[config.mk]
export PLATFORM = sky130hd
export DESIGN_NAME = commit_stage
export DESIGN_NICKNAME = d
export VERILOG_FILES = /design/src/common/lc3b_isa_pkg.sv /design/src/common/commit_pkg.sv /design/src/commit/branch_resolve.sv /design/src/commit/branch_stats.sv /design/src/commit/commit_control.sv /design/src/design/commit_stage.sv
export SDC_FILE = /design/constraint.sdc
export NUM_CORES = 1
export LEC_CHECK = 0
export CAP_MARGIN = 20
export CORE_MARGIN = 2
export CORE_UTILIZATION = 67
export CTS_BUF_LIST = sky130_fd_sc_hd__clkbuf_8
export CTS_CLUSTER_DIAMETER = 80
export DETAILED_ROUTE_END_ITERATION = 12
export DONT_BUFFER_PORTS = 1
export GPL_TIMING_DRIVEN = 0
export PLACE_DENSITY = 0.83
export SLEW_MARGIN = 20
export SYNTH_ARGS = -nofsm -noshare
export SYNTH_HDL_FRONTEND = slang
export SYNTH_SLANG_ARGS = --single-unit
export TNS_END_PERCENT = 10
[constraint.sdc]
create_clock -name clk -period 3.7 [get_ports clk]
set_input_delay 0.555 -clock clk [delete_from_list [all_inputs] [get_ports clk]]
set_output_delay 0.555 -clock clk [all_outputs]
set_load 0.02 [all_outputs]
[src/common/lc3b_isa_pkg.sv]
`default_nettype none

package lc3b_isa_pkg;

	localparam int word_width = 16;
	localparam int reg_width = 3;
	localparam int nzp_width = 3;
	localparam int rob_addr_width = 3;
	localparam int bht_width = 2;

	// Sequential fetch advances by one 16-bit instruction
	localparam logic [word_width-1:0] pc_increment = 16'd2;

	typedef logic [word_width-1:0] lc3b_word;
	typedef logic [reg_width-1:0] lc3b_reg;
	typedef logic [nzp_width-1:0] lc3b_nzp;
	typedef logic [rob_addr_width-1:0] lc3b_rob_addr;

	// Two-bit saturating counter state carried by a branch
	typedef logic [bht_width-1:0] lc3b_bht_out;

	// Encodings follow the LC-3b instruction word bits 15:12
	typedef enum logic [3:0] {
		op_br   = 4'b0000,
		op_add  = 4'b0001,
		op_ldb  = 4'b0010,
		op_stb  = 4'b0011,
		op_jsr  = 4'b0100,
		op_and  = 4'b0101,
		op_ldr  = 4'b0110,
		op_str  = 4'b0111,
		op_not  = 4'b1001,
		op_ldi  = 4'b1010,
		op_sti  = 4'b1011,
		op_shf  = 4'b1101,
		op_lea  = 4'b1110,
		op_trap = 4'b1111
	} lc3b_opcode;

endpackage : lc3b_isa_pkg

`default_nettype wire

[src/common/commit_pkg.sv]
`default_nettype none

package commit_pkg;

	// BTB is direct mapped on the halfword-aligned PC
	localparam int btb_index_width = 6;
	localparam int btb_index_lsb = 1;
	localparam int btb_tag_width = 9;
	localparam int btb_tag_lsb = 7;

	typedef logic [btb_index_width-1:0] btb_index;
	typedef logic [btb_tag_width-1:0] btb_tag;

	// Entry at the head of the reorder buffer
	typedef struct packed {
		lc3b_isa_pkg::lc3b_opcode opcode;
		// Destination register, or the nzp mask of a branch
		lc3b_isa_pkg::lc3b_reg dest;
		// Result, branch offset or trap vector
		lc3b_isa_pkg::lc3b_word value;
		logic predict;
		lc3b_isa_pkg::lc3b_word pc;
		lc3b_isa_pkg::lc3b_bht_out bht;
		// Return address written by TRAP
		lc3b_isa_pkg::lc3b_word trap_reg;
	} rob_head_t;

	typedef struct packed {
		lc3b_isa_pkg::lc3b_reg dest;
		lc3b_isa_pkg::lc3b_word value;
		logic ld_value;
		logic ld_busy;
	} regfile_wr_t;

	typedef struct packed {
		logic sel;
		lc3b_isa_pkg::lc3b_word new_pc;
		logic flush;
	} redirect_t;

	typedef struct packed {
		logic we;
		btb_index index;
		btb_tag tag;
		lc3b_isa_pkg::lc3b_word target;
		logic valid;
		logic predict;
	} btb_wr_t;

	typedef struct packed {
		logic ld;
		logic taken;
		lc3b_isa_pkg::lc3b_bht_out bht;
		lc3b_isa_pkg::lc3b_word pc;
	} pred_upd_t;

endpackage : commit_pkg

`default_nettype wire

[src/commit/branch_resolve.sv]
`timescale 1ns/1ns
`default_nettype none

module branch_resolve
(
	input  wire                    clk,
	input  wire                    rst_n,
	input  wire logic              ld_cc,
	input  lc3b_isa_pkg::lc3b_word wb_value,
	input  commit_pkg::rob_head_t  head,
	output logic                   taken,
	output logic                   mispredict,
	output lc3b_isa_pkg::lc3b_word next_pc
);

	lc3b_isa_pkg::lc3b_nzp gen_cc;
	lc3b_isa_pkg::lc3b_nzp cc;
	lc3b_isa_pkg::lc3b_nzp br_mask;
	lc3b_isa_pkg::lc3b_word fall_through;

	// nzp of the committed result
	always_comb
	begin
		if (wb_value[lc3b_isa_pkg::word_width-1])
			gen_cc = 3'b100;
		else if (wb_value == '0)
			gen_cc = 3'b010;
		else
			gen_cc = 3'b001;
	end

	// Architectural condition codes, updated only at commit
	always_ff @(posedge clk)
	begin
		if (!rst_n)
			cc <= 3'b010;
		else if (ld_cc)
			cc <= gen_cc;
	end

	// A branch carries its nzp mask in the dest field
	assign br_mask = head.dest;
	assign taken = |(cc & br_mask);
	assign mispredict = (taken != head.predict);

	assign fall_through = head.pc + lc3b_isa_pkg::pc_increment;
	assign next_pc = taken ? (fall_through + head.value) : fall_through;

endmodule : branch_resolve

`default_nettype wire

[src/commit/branch_stats.sv]
`timescale 1ns/1ns
`default_nettype none

module branch_stats
(
	input  wire                      clk,
	input  wire                      rst_n,
	input  wire logic                valid,
	input  lc3b_isa_pkg::lc3b_opcode opcode,
	input  wire logic                mispredict,
	output logic [31:0]              branch_count,
	output logic [31:0]              mispredict_count
);

	logic is_branch;

	assign is_branch = valid && (opcode == lc3b_isa_pkg::op_br);

	always_ff @(posedge clk)
	begin
		if (!rst_n)
		begin
			branch_count <= '0;
			mispredict_count <= '0;
		end
		else if (is_branch)
		begin
			branch_count <= branch_count + 32'd1;
			if (mispredict)
				mispredict_count <= mispredict_count + 32'd1;
		end
	end

endmodule : branch_stats

`default_nettype wire

[src/commit/commit_control.sv]
`timescale 1ns/1ns
`default_nettype none

module commit_control
(
	input  wire                        clk,
	input  wire                        rst_n,
	input  wire logic                  valid,
	input  commit_pkg::rob_head_t      head,
	input  lc3b_isa_pkg::lc3b_rob_addr rob_addr,
	input  lc3b_isa_pkg::lc3b_rob_addr busy_tag,
	input  wire logic                  dmem_resp,
	input  wire logic                  taken,
	input  wire logic                  mispredict,
	input  lc3b_isa_pkg::lc3b_word     next_pc,
	output logic                       ld_cc,
	output commit_pkg::regfile_wr_t    regfile,
	output logic                       retire,
	output commit_pkg::redirect_t      redirect,
	output logic                       dmem_write,
	output logic                       ldst_retire,
	output commit_pkg::btb_wr_t        btb,
	output commit_pkg::pred_upd_t      pred
);

	// LDI occupies two ROB entries, retired in order
	typedef enum logic {
		ldi_first,
		ldi_second
	} ldi_phase_t;

	ldi_phase_t ldi_phase;
	logic busy_match;

	// Only clear busy if no younger writer has claimed the register
	assign busy_match = (busy_tag == rob_addr);

	always_ff @(posedge clk)
	begin
		if (!rst_n)
			ldi_phase <= ldi_first;
		else if (valid && head.opcode == lc3b_isa_pkg::op_ldi)
			ldi_phase <= (ldi_phase == ldi_first) ? ldi_second : ldi_first;
	end

	always_comb
	begin
		regfile.dest = head.dest;
		regfile.value = (head.opcode == lc3b_isa_pkg::op_trap) ? head.trap_reg : head.value;
		regfile.ld_value = 1'b0;
		regfile.ld_busy = 1'b0;
		ld_cc = 1'b0;
		retire = 1'b0;
		redirect = '0;
		dmem_write = 1'b0;
		ldst_retire = 1'b0;
		btb = '0;
		pred.ld = 1'b0;
		pred.taken = taken;
		pred.bht = head.bht;
		pred.pc = head.pc;

		if (valid)
		begin
			case (head.opcode)
				lc3b_isa_pkg::op_add, lc3b_isa_pkg::op_and, lc3b_isa_pkg::op_not,
				lc3b_isa_pkg::op_shf, lc3b_isa_pkg::op_lea, lc3b_isa_pkg::op_ldr,
				lc3b_isa_pkg::op_ldb:
				begin
					regfile.ld_value = 1'b1;
					regfile.ld_busy = busy_match;
					ld_cc = 1'b1;
					retire = 1'b1;
				end
				lc3b_isa_pkg::op_jsr:
				begin
					// Link register write leaves the condition codes alone
					regfile.ld_value = 1'b1;
					regfile.ld_busy = busy_match;
					retire = 1'b1;
				end
				lc3b_isa_pkg::op_ldi:
				begin
					retire = 1'b1;
					if (ldi_phase == ldi_second)
					begin
						regfile.ld_value = 1'b1;
						regfile.ld_busy = busy_match;
						ld_cc = 1'b1;
					end
				end
				lc3b_isa_pkg::op_str, lc3b_isa_pkg::op_stb, lc3b_isa_pkg::op_sti:
				begin
					// Hold the write until memory acknowledges it
					dmem_write = 1'b1;
					retire = dmem_resp;
					ldst_retire = dmem_resp;
				end
				lc3b_isa_pkg::op_br:
				begin
					retire = 1'b1;
					pred.ld = 1'b1;
					redirect.new_pc = next_pc;
					redirect.sel = mispredict;
					redirect.flush = mispredict;
					btb.we = 1'b1;
					btb.index = head.pc[commit_pkg::btb_index_lsb +: commit_pkg::btb_index_width];
					btb.tag = head.pc[commit_pkg::btb_tag_lsb +: commit_pkg::btb_tag_width];
					btb.target = next_pc;
					btb.valid = 1'b1;
					btb.predict = taken;
				end
				lc3b_isa_pkg::op_trap:
				begin
					redirect.sel = 1'b1;
					redirect.new_pc = head.value;
					redirect.flush = 1'b1;
					regfile.ld_value = 1'b1;
					regfile.ld_busy = busy_match;
					retire = 1'b1;
				end
				default: ;
			endcase
		end
	end

endmodule : commit_control

`default_nettype wire

[src/design/commit_stage.sv]
`timescale 1ns/1ns
`default_nettype none

module commit_stage
(
	input  wire                        clk,
	input  wire                        rst_n,
	input  wire logic                  valid,
	input  commit_pkg::rob_head_t      head,
	input  wire logic                  rob_empty,
	input  lc3b_isa_pkg::lc3b_rob_addr rob_addr,
	input  lc3b_isa_pkg::lc3b_rob_addr busy_tag,
	input  wire logic                  dmem_resp,
	output commit_pkg::regfile_wr_t    regfile,
	output logic                       retire,
	output commit_pkg::redirect_t      redirect,
	output logic                       dmem_write,
	output logic                       ldst_retire,
	output commit_pkg::btb_wr_t        btb,
	output commit_pkg::pred_upd_t      pred,
	output logic [31:0]                branch_count,
	output logic [31:0]                mispredict_count
);

	logic head_valid;
	logic ld_cc;
	logic taken;
	logic mispredict;
	lc3b_isa_pkg::lc3b_word next_pc;

	// An empty ROB never presents a committable head
	assign head_valid = valid && !rob_empty;

	commit_control i_commit_control (
		.clk         (clk),
		.rst_n       (rst_n),
		.valid       (head_valid),
		.head        (head),
		.rob_addr    (rob_addr),
		.busy_tag    (busy_tag),
		.dmem_resp   (dmem_resp),
		.taken       (taken),
		.mispredict  (mispredict),
		.next_pc     (next_pc),
		.ld_cc       (ld_cc),
		.regfile     (regfile),
		.retire      (retire),
		.redirect    (redirect),
		.dmem_write  (dmem_write),
		.ldst_retire (ldst_retire),
		.btb         (btb),
		.pred        (pred)
	);

	branch_resolve i_branch_resolve (
		.clk        (clk),
		.rst_n      (rst_n),
		.ld_cc      (ld_cc),
		.wb_value   (regfile.value),
		.head       (head),
		.taken      (taken),
		.mispredict (mispredict),
		.next_pc    (next_pc)
	);

	branch_stats i_branch_stats (
		.clk              (clk),
		.rst_n            (rst_n),
		.valid            (head_valid),
		.opcode           (head.opcode),
		.mispredict       (mispredict),
		.branch_count     (branch_count),
		.mispredict_count (mispredict_count)
	);

endmodule : commit_stage

`default_nettype wire

## Word-level counts from Yosys, hierarchy flattened

Cells that the tools add are included.

| operators by class | value |
|---|---|
| $add $sub $neg | 4 |
| eq/ne operators | 15 |
| multiplexer cells | 23 |
| bitwise gates (word level) | 1 |
| reduce and logical (&&, ||, !) cells | 12 |

Operators with widths:

| kind | number |
|---|---|
| two-way mux 34 bit | 2 |
| adder 32 x 1 -> 32 bit, second input constant | 2 |
| case mux 18 bit (2 select lines) | 1 |
| two-way mux 16 bit | 2 |
| equality test 4 bit, second input constant | 6 |
| two-way mux 18 bit | 1 |
| adder 16 bit | 1 |
| adder 16 x 2 -> 16 bit, second input constant | 1 |
| equality test 4 x 3 -> 1 bit, second input constant | 4 |
| zero test 16 bit | 1 |
| OR reduction 11 bit | 1 |
| two-way mux 1 bit | 10 |
| OR reduction 9 bit | 1 |
| equality test 4 x 2 -> 1 bit, second input constant | 2 |
| OR reduction 7 bit | 1 |
| two-way mux 2 bit | 3 |
| OR reduction 3 bit | 2 |
| equality test 4 x 1 -> 1 bit, second input constant | 1 |
| zero test 4 bit | 1 |
| case mux 1 bit (2 select lines) | 2 |
| case mux 2 bit (2 select lines) | 1 |
| bitwise AND 3 bit | 1 |
| equality test 3 bit | 1 |
| logical AND 1 bit | 3 |
| 4 further kinds | 4 |

| storage, ports and cells | value |
|---|---|
| register bits | 68 |
| input bits | 69 |
| output and inout bits | 160 |
| logic and storage cells | 59 |

## Logic depth before layout (Yosys ltp)

Gate-level depths: netlist of the first run.

| logic depth | value |
|---|---|
| depth in word-level cells | 5 |
| depth in mapped cells | 14 |
| gate-level depth less buffers | 14 |

## Modules after synthesis

Synthesis of the first run repeated with hierarchy kept, for this count alone.

| second synthesis, totals | value |
|---|---|
| cell total of the unflattened synthesis | 698 |
| area total of the unflattened synthesis | 5,674.2 um^2 |

By module, submodules not included:

| module | times used | cells each | area each (um^2) |
|---|---|---|---|
| branch_stats | 1 | 377 | 3,174.3 |
| branch_resolve | 1 | 188 | 1,358.8 |
| commit_control | 1 | 132 | 1,127.3 |
| commit_stage | 1 | 1 | 13.8 |

## Worst setup path before layout of the first run

OpenSTA, ideal clock, no wires.

| timing path | value |
|---|---|
| path kind | input to output |
| from | input port head[19] (netlist name) |
| to | output port redirect[16] (netlist name) |
| data arrival time | 3.154 ns |
| data required time | 3.145 ns |
| slack | -0.009 ns |
| stages | 14 |
| path buffers | 0 |
| cells stage by stage | ha_1 > and2_1 > and4_1 > nand3_1 > xor2_1 > inv_1 > ha_1 > nand3_1 > nor2_1 > nand3_1 > o211a_1 > a211oi_1 > xnor2_1 > o21ai_0 |

RTL lines:

| element | line | text |
|---|---|---|
| from (decl) | commit_stage.sv:9 | `input commit_pkg::rob_head_t head,` |
| to (decl) | commit_stage.sv:16 | `output commit_pkg::redirect_t redirect,` |

==> results.md, run 1 <==
- Status: complete, no violations
- Hold crit path type: input port to flop
- Net count after synthesis: between 700 and 800
- Placed Cells: approximately 740
- Root buffer cell: clkbuf_8
- RSZ-0062 raised after global routing: yes
- Core ar.: 7290 um2
- Clock Skew: about 0.012 ns
- 1st-pass router iterations: 5
- CP bufs+invs: 1
- Most used cell, CP: nand3_2
- WHS: 0.455 ns
- DR iter-0 viols: 319
- Grt total ovfl: 0
- Post-synth ARST share: 0
- Actual slew at the worst max-slew pin: roughly 0.96 ns
- Area grow syn2layout: 9.98%
- CP Data Arrival Time: 3.08 ns
- Top-count cell post-synth: nor2_1
- Vias in the first global route: 4582
- Leak: between 2 and 2.5 nW
- Max Transition Viols Final: 0
- Final setup fails: 0
- I/O pin cnt: 229
- Fin crit share: 0.982
- Die Y-Extent: 91.0 um
- Area share of the largest cell type after synthesis: 0.269
- DP Worst Slack: -0.286 ns
- WL final: 15100 um
- Cell taking the most area after synthesis: dfxtp_1
- Clk slew on worst S/H paths: about 0.070 ns
- Post-layout net count: 747
- Synth Area per Inst: 7.88 um2
- Post-CTS Hold Buffers: 0
- WS Path Type: input port to primary output
- Post-DR vias/cell: about 6.4
- YS warnings: 0
- First-pass GRT wire length: 23100 um
- HPWL Detailed: 11500 um
- Synth cell count leaders: 92 x nor2_1, 68 x dfxtp_1, 60 x nand2_1, 45 x xor2_1, 38 x xnor2_1
- Placer Congestion: 0.942
- Num CTS Buffers: 9
- # diodes: 0
- Pin count of the biggest net entering global routing: 14
- Initial Util: 0.695
- Worst VDD drop: approximately 0.00021 V
- Crit-path cells: and3_1 -> and2_4 -> and4_4 -> nand3_2 -> xor2_2 -> inv_1 -> ha_4 -> nand3_2 -> nor2_2 -> nand3_1 -> o211a_1 -> a211oi_2 -> xnor2_2 -> o21ai_4
- EDFF count, synth: 0
- Startpoint types: input port
- Mapped Area: 5070 um2
- Delay-heaviest family, CP: simple AND/OR/NAND/NOR gates
- IO Port Bufs: 0
- Yosys reg bits: 68
- Drt drc: 0
- CP Capture Type: primary output
- Max_slew headroom: 0.354
- Number of fill cells: 557
- Post-synthesis sequential area ratio: 0.269
- Synthesized instance count: 643
- Worst Path Required: 3.14 ns
- Final Hold Viols: 0
- Synth area leaders: dfxtp_1 27%, xor2_1 7.8%, nor2_1 6.8%, xnor2_1 6.6%, ha_1 5.2%
- Rows: 31
- Final min period: about 3.6 ns
- Clk sinks: approximately 70
- Antenna violations before repair: 0
- Overall Global Routing Usage: 0.346
- Max cap viols: 0
- Full die area: 8270 um2
- WL/cell: 19.8 um
- Slowest-stage cell, CP: ha_4
- Die W: 91.0 um
- Setup tns final: 0 ns
- Max Fanout on Critical Path: 6
- ANT nets after route: 0
- Yosys cell types: 57
- Setup ws final: 0.0649 ns
- Via count: slightly below 5000
- Clk Latency, worst-skew pair: 0.35 ns
- CTS tree: yes
- Final non-filler cell total: 760
- Layout cell share with drive strength beyond 1: 0.154
- Power Dens Cells: 317 nW/um2
- Slowest stage delay, CP: 0.30 ns
- H-tree Lvls: 3
- CTS max path bufs: 2
- Final core utilization: 0.764
- Most used flip-flop cell after synthesis: dfxtp_1
- FMAX: 275 MHz
-- placed cells by master, fill, tap and decap left out, types with 8 or more instances in the layout --
cell / instances
o21ai_0: 19
dfxtp_1: 68
nor2_1: 90
mux2_2: 17
buf_4: 29
nand3_1: 28
nor3_1: 10
nand4_1: 18
inv_1: 19
or3_1: 8
nand2_1: 60
xor2_1: 43
xnor2_1: 36
a21o_1: 14
and2_1: 11
and3_1: 23
clkbuf_1: 17
clkbuf_8: 9
ha_1: 18
a21oi_1: 18
and4_1: 10
-- tightest hold or removal path: cells and delay by family --
family	cells	cell delay, ns
XOR/XNOR	1	0.12
AND/OR/NAND/NOR	2	0.08
-- power by group --
part	internal [mW]	switching (mW)	leakage [nW]
Combinational	0.128	0.208	1.64
Sequential	0.733	0.00160	0.548
Clock	0.383	0.310	0.110
-- path summary, 6_finish.rpt --
check / start / end / slack, ns / cells after the start
setup / recovery: head[21] / redirect[16] / 0.06 / 14
hold / removal: head[56] / i_commit_control.ldi_phase / 0.45 / 3
setup reg to reg: i_branch_resolve.cc[1] / i_branch_stats.mispredict_count[26] / 1.13 / 7
hold reg to reg: i_branch_resolve.cc[1] / i_branch_resolve.cc[1] / 0.49 / 2
-- flip-flops by register name, indices dropped and copies added (netlist names) --
signal,count
i_branch_resolve.cc,3
i_commit_control.ldi_phase,1
i_branch_stats.mispredict_count,32
i_branch_stats.branch_count,32
-- per-layer routing --
layer | GRT usage | up-vias | share of wire
met3 | 0.0988 | 60 | 0.094
met2 | 0.589 | 275 | 0.50
met5 | 0 | - | 0
met4 | 0.177 | 0 | 0.044
li1 | - | 2239 | -
met1 | 0.394 | 2253 | 0.37
-- cell families after synthesis --
| group | share of synthesized area |
|---|---|
| simple gates | 0.300 |
| compound gates | 0.116 |
| xor+xnor | 0.143 |
| flops | 0.269 |
| buf+inv | 0.0721 |
| fa+ha+maj | 0.0558 |
| mux | 0.0437 |
-- area by class of cell --
class | count | area (um2) | share of cell area
well taps | 99 | 124 | 0.0222
plain buffers | 46 | 289 | 0.0519
flip-flops and latches | 68 | 1360 | 0.244
clock buffers | 9 | 124 | 0.0222
inverters | 20 | 76.3 | 0.0137
clock inverters | 7 | 98.8 | 0.0177
multi-input cells | 509 | 3480 | 0.625
repair buffers | 2 | 15.0 | 0.00269
-- per-stage QoR --
stage               power [mW]  cell area (um2)
floorplan                 1.01             5070
global placement          1.05             5190
detailed placement        1.06             5190
CTS                       1.74             5440
global route              1.83             5570
finish                    1.76             5570
-- what timing repair did --
action / 4_1_cts / 5_1_grt
pin swaps: 1 / 10
setup buffers: 0 / 2
endpoints found under the setup margin: 6 / 9
resized for setup: 8 / 21
(Power assumes the default switching activity.)
==> inputs of run 2 (changes only) <==
--- a/config.mk
+++ b/config.mk
@@ -7,13 +7,13 @@
 export LEC_CHECK = 0
 export CAP_MARGIN = 20
 export CORE_MARGIN = 2
-export CORE_UTILIZATION = 67
+export CORE_UTILIZATION = 60
 export CTS_BUF_LIST = sky130_fd_sc_hd__clkbuf_8
 export CTS_CLUSTER_DIAMETER = 80
 export DETAILED_ROUTE_END_ITERATION = 12
 export DONT_BUFFER_PORTS = 1
 export GPL_TIMING_DRIVEN = 0
-export PLACE_DENSITY = 0.83
+export PLACE_DENSITY = 0.76
 export SLEW_MARGIN = 20
 export SYNTH_ARGS = -nofsm -noshare
 export SYNTH_HDL_FRONTEND = slang
==> run 2 against run 1 <==
  * Global-route usage fell by 4.1 points
  * Fmax rose by 1.1%
  * Clock power fell by 13%
  * Sequential share of layout area rose by 0.15 points
  * Final cell count rose by 0.79%
  * Via count fell by 1.8%
  * Clock skew rose by 0.0020 ns
==> results.md, run 2 (same netlist as run 1, synthesis figures left out) <==
- Status: complete, no violations
- Worst VDD drop: 0.000179 V
- Setup ws final: 0.106 ns
- Drt drc: 0
- Pin count of the biggest net entering global routing: 13
- Num CTS Buffers: 9
- Final Cell Area: 5540 um2
- DR iter-0 viols: ~230
- Clk slew on worst S/H paths: 0.08 ns
- Post-layout net count: 746
- Area grow syn2layout: 9.31%
- Switching Fraction: 0.301
- ANT nets after route: 0
- DP Worst Slack: -0.307 ns
- Combinational power share: 0.199
- I/O pin cnt: ~230
- Grt total ovfl: 0
- 1st-pass router iterations: 7
- Placed cell areas: ~5200 um2
- Post-CTS Hold Buffers: 0
- Hold crit path type: input port to flop
- NetSw: 503 uW
- Startpoint types: input port
- Root buffer cell: clkbuf_8
- Via count: around 4700
- Final core utilization: 0.674
- CTS max path bufs: 2
- Clk sinks: 68
- Part of the power in registers: 0.439
- Post-DR vias/cell: 6.19
- Critical Path Start: head[19]
- Leak: 2.28 nW
- WS Path Type: input port to primary output
- Max cap viols: 0
- Worst Path Required: 3.14 ns
- First-pass GRT wire length: 21700 um
- Min-delay src: head[56]
- Die Y-Extent: 95.9 um
- FMAX: 278 MHz
- Fin crit share: 0.971
- Internal power: about 1.2 mW
- Placer Congestion: 0.927
- Slowest stage delay, CP: 0.26 ns
- Die W: 95.9 um
- Vias in the first global route: 4337
- Antenna violations before repair: 0
- CTS tree: yes
- Final non-filler cell total: 766
- Actual slew at the worst max-slew pin: 1.09 ns
- Max Fanout on Critical Path: 6
- Slowest-stage cell, CP: and4_4
- H-tree Lvls: 3
- Pwr Total: 1.67 mW
- IO Port Bufs: 0
- Clock Skew: 0.0136 ns
- RSZ-0062 raised after global routing: yes
- HPWL Detailed: 11700 um
- Core ar.: 8220 um2
- CP Data Arrival Time: between 3 and 4 ns
- Rows: 33
- Clock power share: 0.362
- WL final: between 10000 and 15000 um
- Placed Cells: 748
- Max_slew headroom: 0.271
- Initial Util: 0.617
- Setup tns final: 0 ns
- Full die area: between 9000 and 10000 um2
- Reg2reg start: i_branch_resolve.cc[0]
- Final setup fails: 0
- WHS: 0.465 ns
- Final Hold Viols: 0
- Layout cell share with drive strength beyond 1: 0.155
- Max Transition Viols Final: 0
- WL/cell: about 19 um
- Most frequent cells in the layout: 90 x nor2_1, 68 x dfxtp_1, 59 x nand2_1
- Most common cell after layout, fill and taps aside: nor2_1
- Power Dens Cells: 302 nW/um2
- CP Capture Type: primary output
- Number of fill cells: ~700
- Crit-path cells: ha_2 -> and2_4 -> and4_4 -> nand3_2 -> xor2_2 -> inv_2 -> ha_4 -> a21o_1 -> a21oi_2 -> o21a_1 -> o21ai_0 -> a211oi_2 -> xnor2_2 -> o21ai_4
- Clk Latency, worst-skew pair: 0.34 ns
- Overall Global Routing Usage: 0.306
- Top flop regs: i_branch_stats.branch_count x32, i_branch_stats.mispredict_count x32, i_branch_resolve.cc x3
- Final min period: 3.59 ns
## run 2: changes by cell type in the layout (fill, tap and decap cells not counted), sizes merged
cell | before | now
buf | 31 | 30
bufinv | 2 | 1
clkinv | 4 | 3
clkinvlp | 1 | 2
diode | 0 | 1
inv | 20 | 21
## run 2: path summary, 6_finish.rpt
kind | endpoint | slack [ns] | cells after the start
worst min-delay path | i_commit_control.ldi_phase | 0.47 | 3
worst min register to register | i_branch_resolve.cc[1] | 0.50 | 2
worst max-delay path | redirect[16] | 0.11 | 14
worst max register to register | i_branch_stats.mispredict_count[31] | 1.05 | 7
## run 2: routing by layer
metal  global-route usage  wire length, um  vias to the layer above
met5                    0                0                        -
met3               0.0916             1310                       21
met4                0.115              344                        0
met1                0.351             5730                     2257
li1                     -                -                     2234
met2                0.532             7420                      229
## run 2: cell type report
class                   count  area (um2)  share of cell area
repair buffers              1        7.51             0.00136
well taps                 105         131              0.0237
flip-flops and latches     68        1360               0.246
multi-input cells         509        3480               0.628
clock inverters             7        67.6              0.0122
plain buffers              46         289              0.0522
diodes                      1        2.50            0.000452
inverters                  20        76.3              0.0138
clock buffers               9         124              0.0224
## run 2: power groups by stage
| stage | clock network, mW | registers (mW) | logic (mW) |
|---|---|---|---|
| 6_report | 0.606 | 0.735 | 0.333 |
| 5_1_grt | 0.646 | 0.735 | 0.360 |
| 4_1_cts | 0.616 | 0.735 | 0.315 |
| 3_5_place_dp | 0 | 0.752 | 0.307 |
| 3_3_place_gp | 0 | 0.752 | 0.303 |
| 2_1_floorplan | 0 | 0.751 | 0.255 |
## run 2: critical path, delay by kind of cell
kind,cells,cell delay [ns]
buf+inv,1,0.07
xor+xnor,2,0.39
fa+ha+maj,2,0.34
compound gates,6,1.15
simple gates,3,0.53
## run 2: timing repair
| action | 4_1_cts | 5_1_grt |
|---|---|---|
| pin swaps | 2 | 10 |
| gates resized for setup | 11 | 19 |
| setup endpoints to repair | 7 | 8 |
| buffers inserted | 0 | 1 |
==> inputs of run 3 (changes only) <==
--- a/config.mk
+++ b/config.mk
@@ -6,6 +6,7 @@
 export NUM_CORES = 1
 export LEC_CHECK = 0
 export CAP_MARGIN = 20
+export CORE_ASPECT_RATIO = 0.5
 export CORE_MARGIN = 2
 export CORE_UTILIZATION = 60
 export CTS_BUF_LIST = sky130_fd_sc_hd__clkbuf_8
==> run 3 against run 2 <==
  * The run now ends with setup timing left
  * Die area is 0.48% higher
  * Utilization is 0.14 points higher
  * Clock skew is 0.0048 ns lower
  * Non-clock buffer count is 1 lower
  * Hold slack worse by 0.0061 ns
  * Clock power is 10% lower
  * Critical path depth is 3 lower
  * Final cell count is 0.65% higher
  * Critical path type unchanged
  * Critical endpoint is now redirect[13]
  * Largest cell class unchanged
==> results.md, run 3 (same netlist as run 1, synthesis figures left out) <==
- Die Y-Extent: 69.0 um
- Placer Congestion: 0.922
- Final setup fails: 1
- Clk slew on worst S/H paths: 0.07 ns
- Most common cell after layout, fill and taps aside: nor2_1
- Max Transition Viols Final: 0
- Reg2reg start: i_branch_resolve.cc[0]
- Clk Latency, worst-skew pair: 0.34 ns
- Overall Global Routing Usage: 0.278
- Setup slack, reg-to-reg: 1.09 ns
- CTS max path bufs: 2
- Drt drc: 0
- Hold crit path type: input port to flop
- Final min period: approximately 3.7 ns
- DP Worst Slack: -0.303 ns
- CTS tree: yes
- Worst VDD drop: 0.000201 V
- H-tree Lvls: 3
- Grt total ovfl: 0
- Post-layout net count: approximately 750
- Postcts setup bufs: 0
- CP Data Arrival Time: 3.18 ns
- Top flop regs: i_branch_stats.branch_count x32, i_branch_stats.mispredict_count x32, i_branch_resolve.cc x3
- Setup ws final: -0.0342 ns
- Fin crit share: 1.01
- Clock Skew: roughly 0.0089 ns
- Placed cell areas: 5210 um2
- Final core utilization: 0.675
- WS Path Type: input port to primary output
- Area grow syn2layout: 7.80%
- Min-delay src: head[56]
- Num CTS Buffers: 9
- Die W: 134 um
- Clk sinks: 68
- 1st-pass router iterations: 5
- FMAX: 268 MHz
- Via count: 4570
- Worst Path Required: 3.14 ns
- Layout cell share with drive strength beyond 1: 0.138
- Full die area: 9240 um2
- First-pass GRT wire length: 20200 um
- Startpoint types: input port
- Setup tns final: -0.0342 ns
- Final Cell Area: 5460 um2
- DR iter-0 viols: 231
- Post-CTS Hold Buffers: 0
- Power Dens Cells: around 290 nW/um2
- ANT nets after route: 0
- WHS: 0.459 ns
- CP Capture Type: primary output
- RSZ-0062 raised after global routing: yes
- Worst r2r path cells: 7
- Max_slew headroom: 0.412
- WL/cell: around 18 um
- Root buffer cell: clkbuf_8
- Cells on Worst Hold Path: 3
- Placed Cells: 755
- Leak: 2.26 nW
- Initial Util: 0.626
- Rows: 23
- Antenna violations before repair: 0
- Failing checks: setup timing
- Max Fanout on Critical Path: 6
- Actual slew at the worst max-slew pin: 0.877 ns
- Core ar.: 8090 um2
- Vias in the first global route: 4041
- HPWL Detailed: 10900 um
- Final non-filler cell total: 771
- Final Hold Viols: 0
- IO Port Bufs: 0
- Post-DR vias/cell: 5.93
- Pwr Total: 1.60 mW
- Worst Hold End: i_commit_control.ldi_phase
- WL final: 13800 um
- Max cap viols: 0
- Pin count of the biggest net entering global routing: 13
- Status: finished, violations left
- I/O pin cnt: around 230
- Most frequent cells in the layout: 90 x nor2_1, 68 x dfxtp_1, 60 x nand2_1
- # diodes: 0
- R2R Path End: i_branch_stats.mispredict_count[31]
run 3: changes by cell type in the layout (fill, tap and decap cells not counted), sizes merged:
cell	before	now
clkbuf	26	27
diode	1	0
bufinv	1	0
buf	30	29
inv	21	19
clkinvlp	2	1
clkinv	3	6
run 3: how the worst max path moves through the flow:
stage | start | end | slack, ns | cells after the start
6_report | head[19] | redirect[13] | -0.03 | 11
5_1_grt | head[19] | redirect[13] | -0.16 | 11
4_1_cts | head[19] | redirect[13] | -0.08 | 11
3_5_place_dp | head[19] | btb[14] | -0.30 | 11
3_3_place_gp | head[19] | btb[14] | -0.29 | 11
2_1_floorplan | head[19] | btb[14] | 0.09 | 11
run 3: power breakdown:
group	leakage [nW]	switching, mW	internal (mW)	total (mW)
clock network	0.0920	0.285	0.260	0.545
registers	0.548	0.00165	0.733	0.735
logic	1.62	0.197	0.122	0.319
run 3: timing repair:
| action | 4_1_cts | 5_1_grt |
|---|---|---|
| pin swaps | 2 | 2 |
| gates cloned | 0 | 0 |
| endpoints found under the setup margin | 6 | 8 |
| gates resized for setup | 10 | 7 |
| hold endpoints to repair | 0 | 0 |
run 3: routing by layer:
metal / routed length (um) / track usage / share of wire / vias up
met5: 0 / 0 / 0 / -
met4: 263 / 0.0984 / 0.019 / 0
met1: 5600 / 0.317 / 0.41 / 2147
li1: - / - / - / 2236
met3: 1310 / 0.0950 / 0.095 / 24
met2: 6620 / 0.502 / 0.48 / 163
run 3: layout make-up:
cell class	count	area, um2
Multi-Input combinational cell	509	3420
Tap cell	112	140
Sequential cell	68	1360
Clock buffer	10	138
Buffer	46	289
Fill cell	736	2630
Clock inverter	6	40.0
Inverter	20	76.3
run 3: worst max-delay path, stage by stage:
cell and delay [ns]:
ha_1 0.18, and2_4 0.18, and4_4 0.24, xor2_2 0.25
ha_4 0.26, a21o_1 0.19, a21oi_2 0.18, or3b_2 0.47
o22ai_2 0.15, mux2i_1 0.25, o211ai_1 0.27
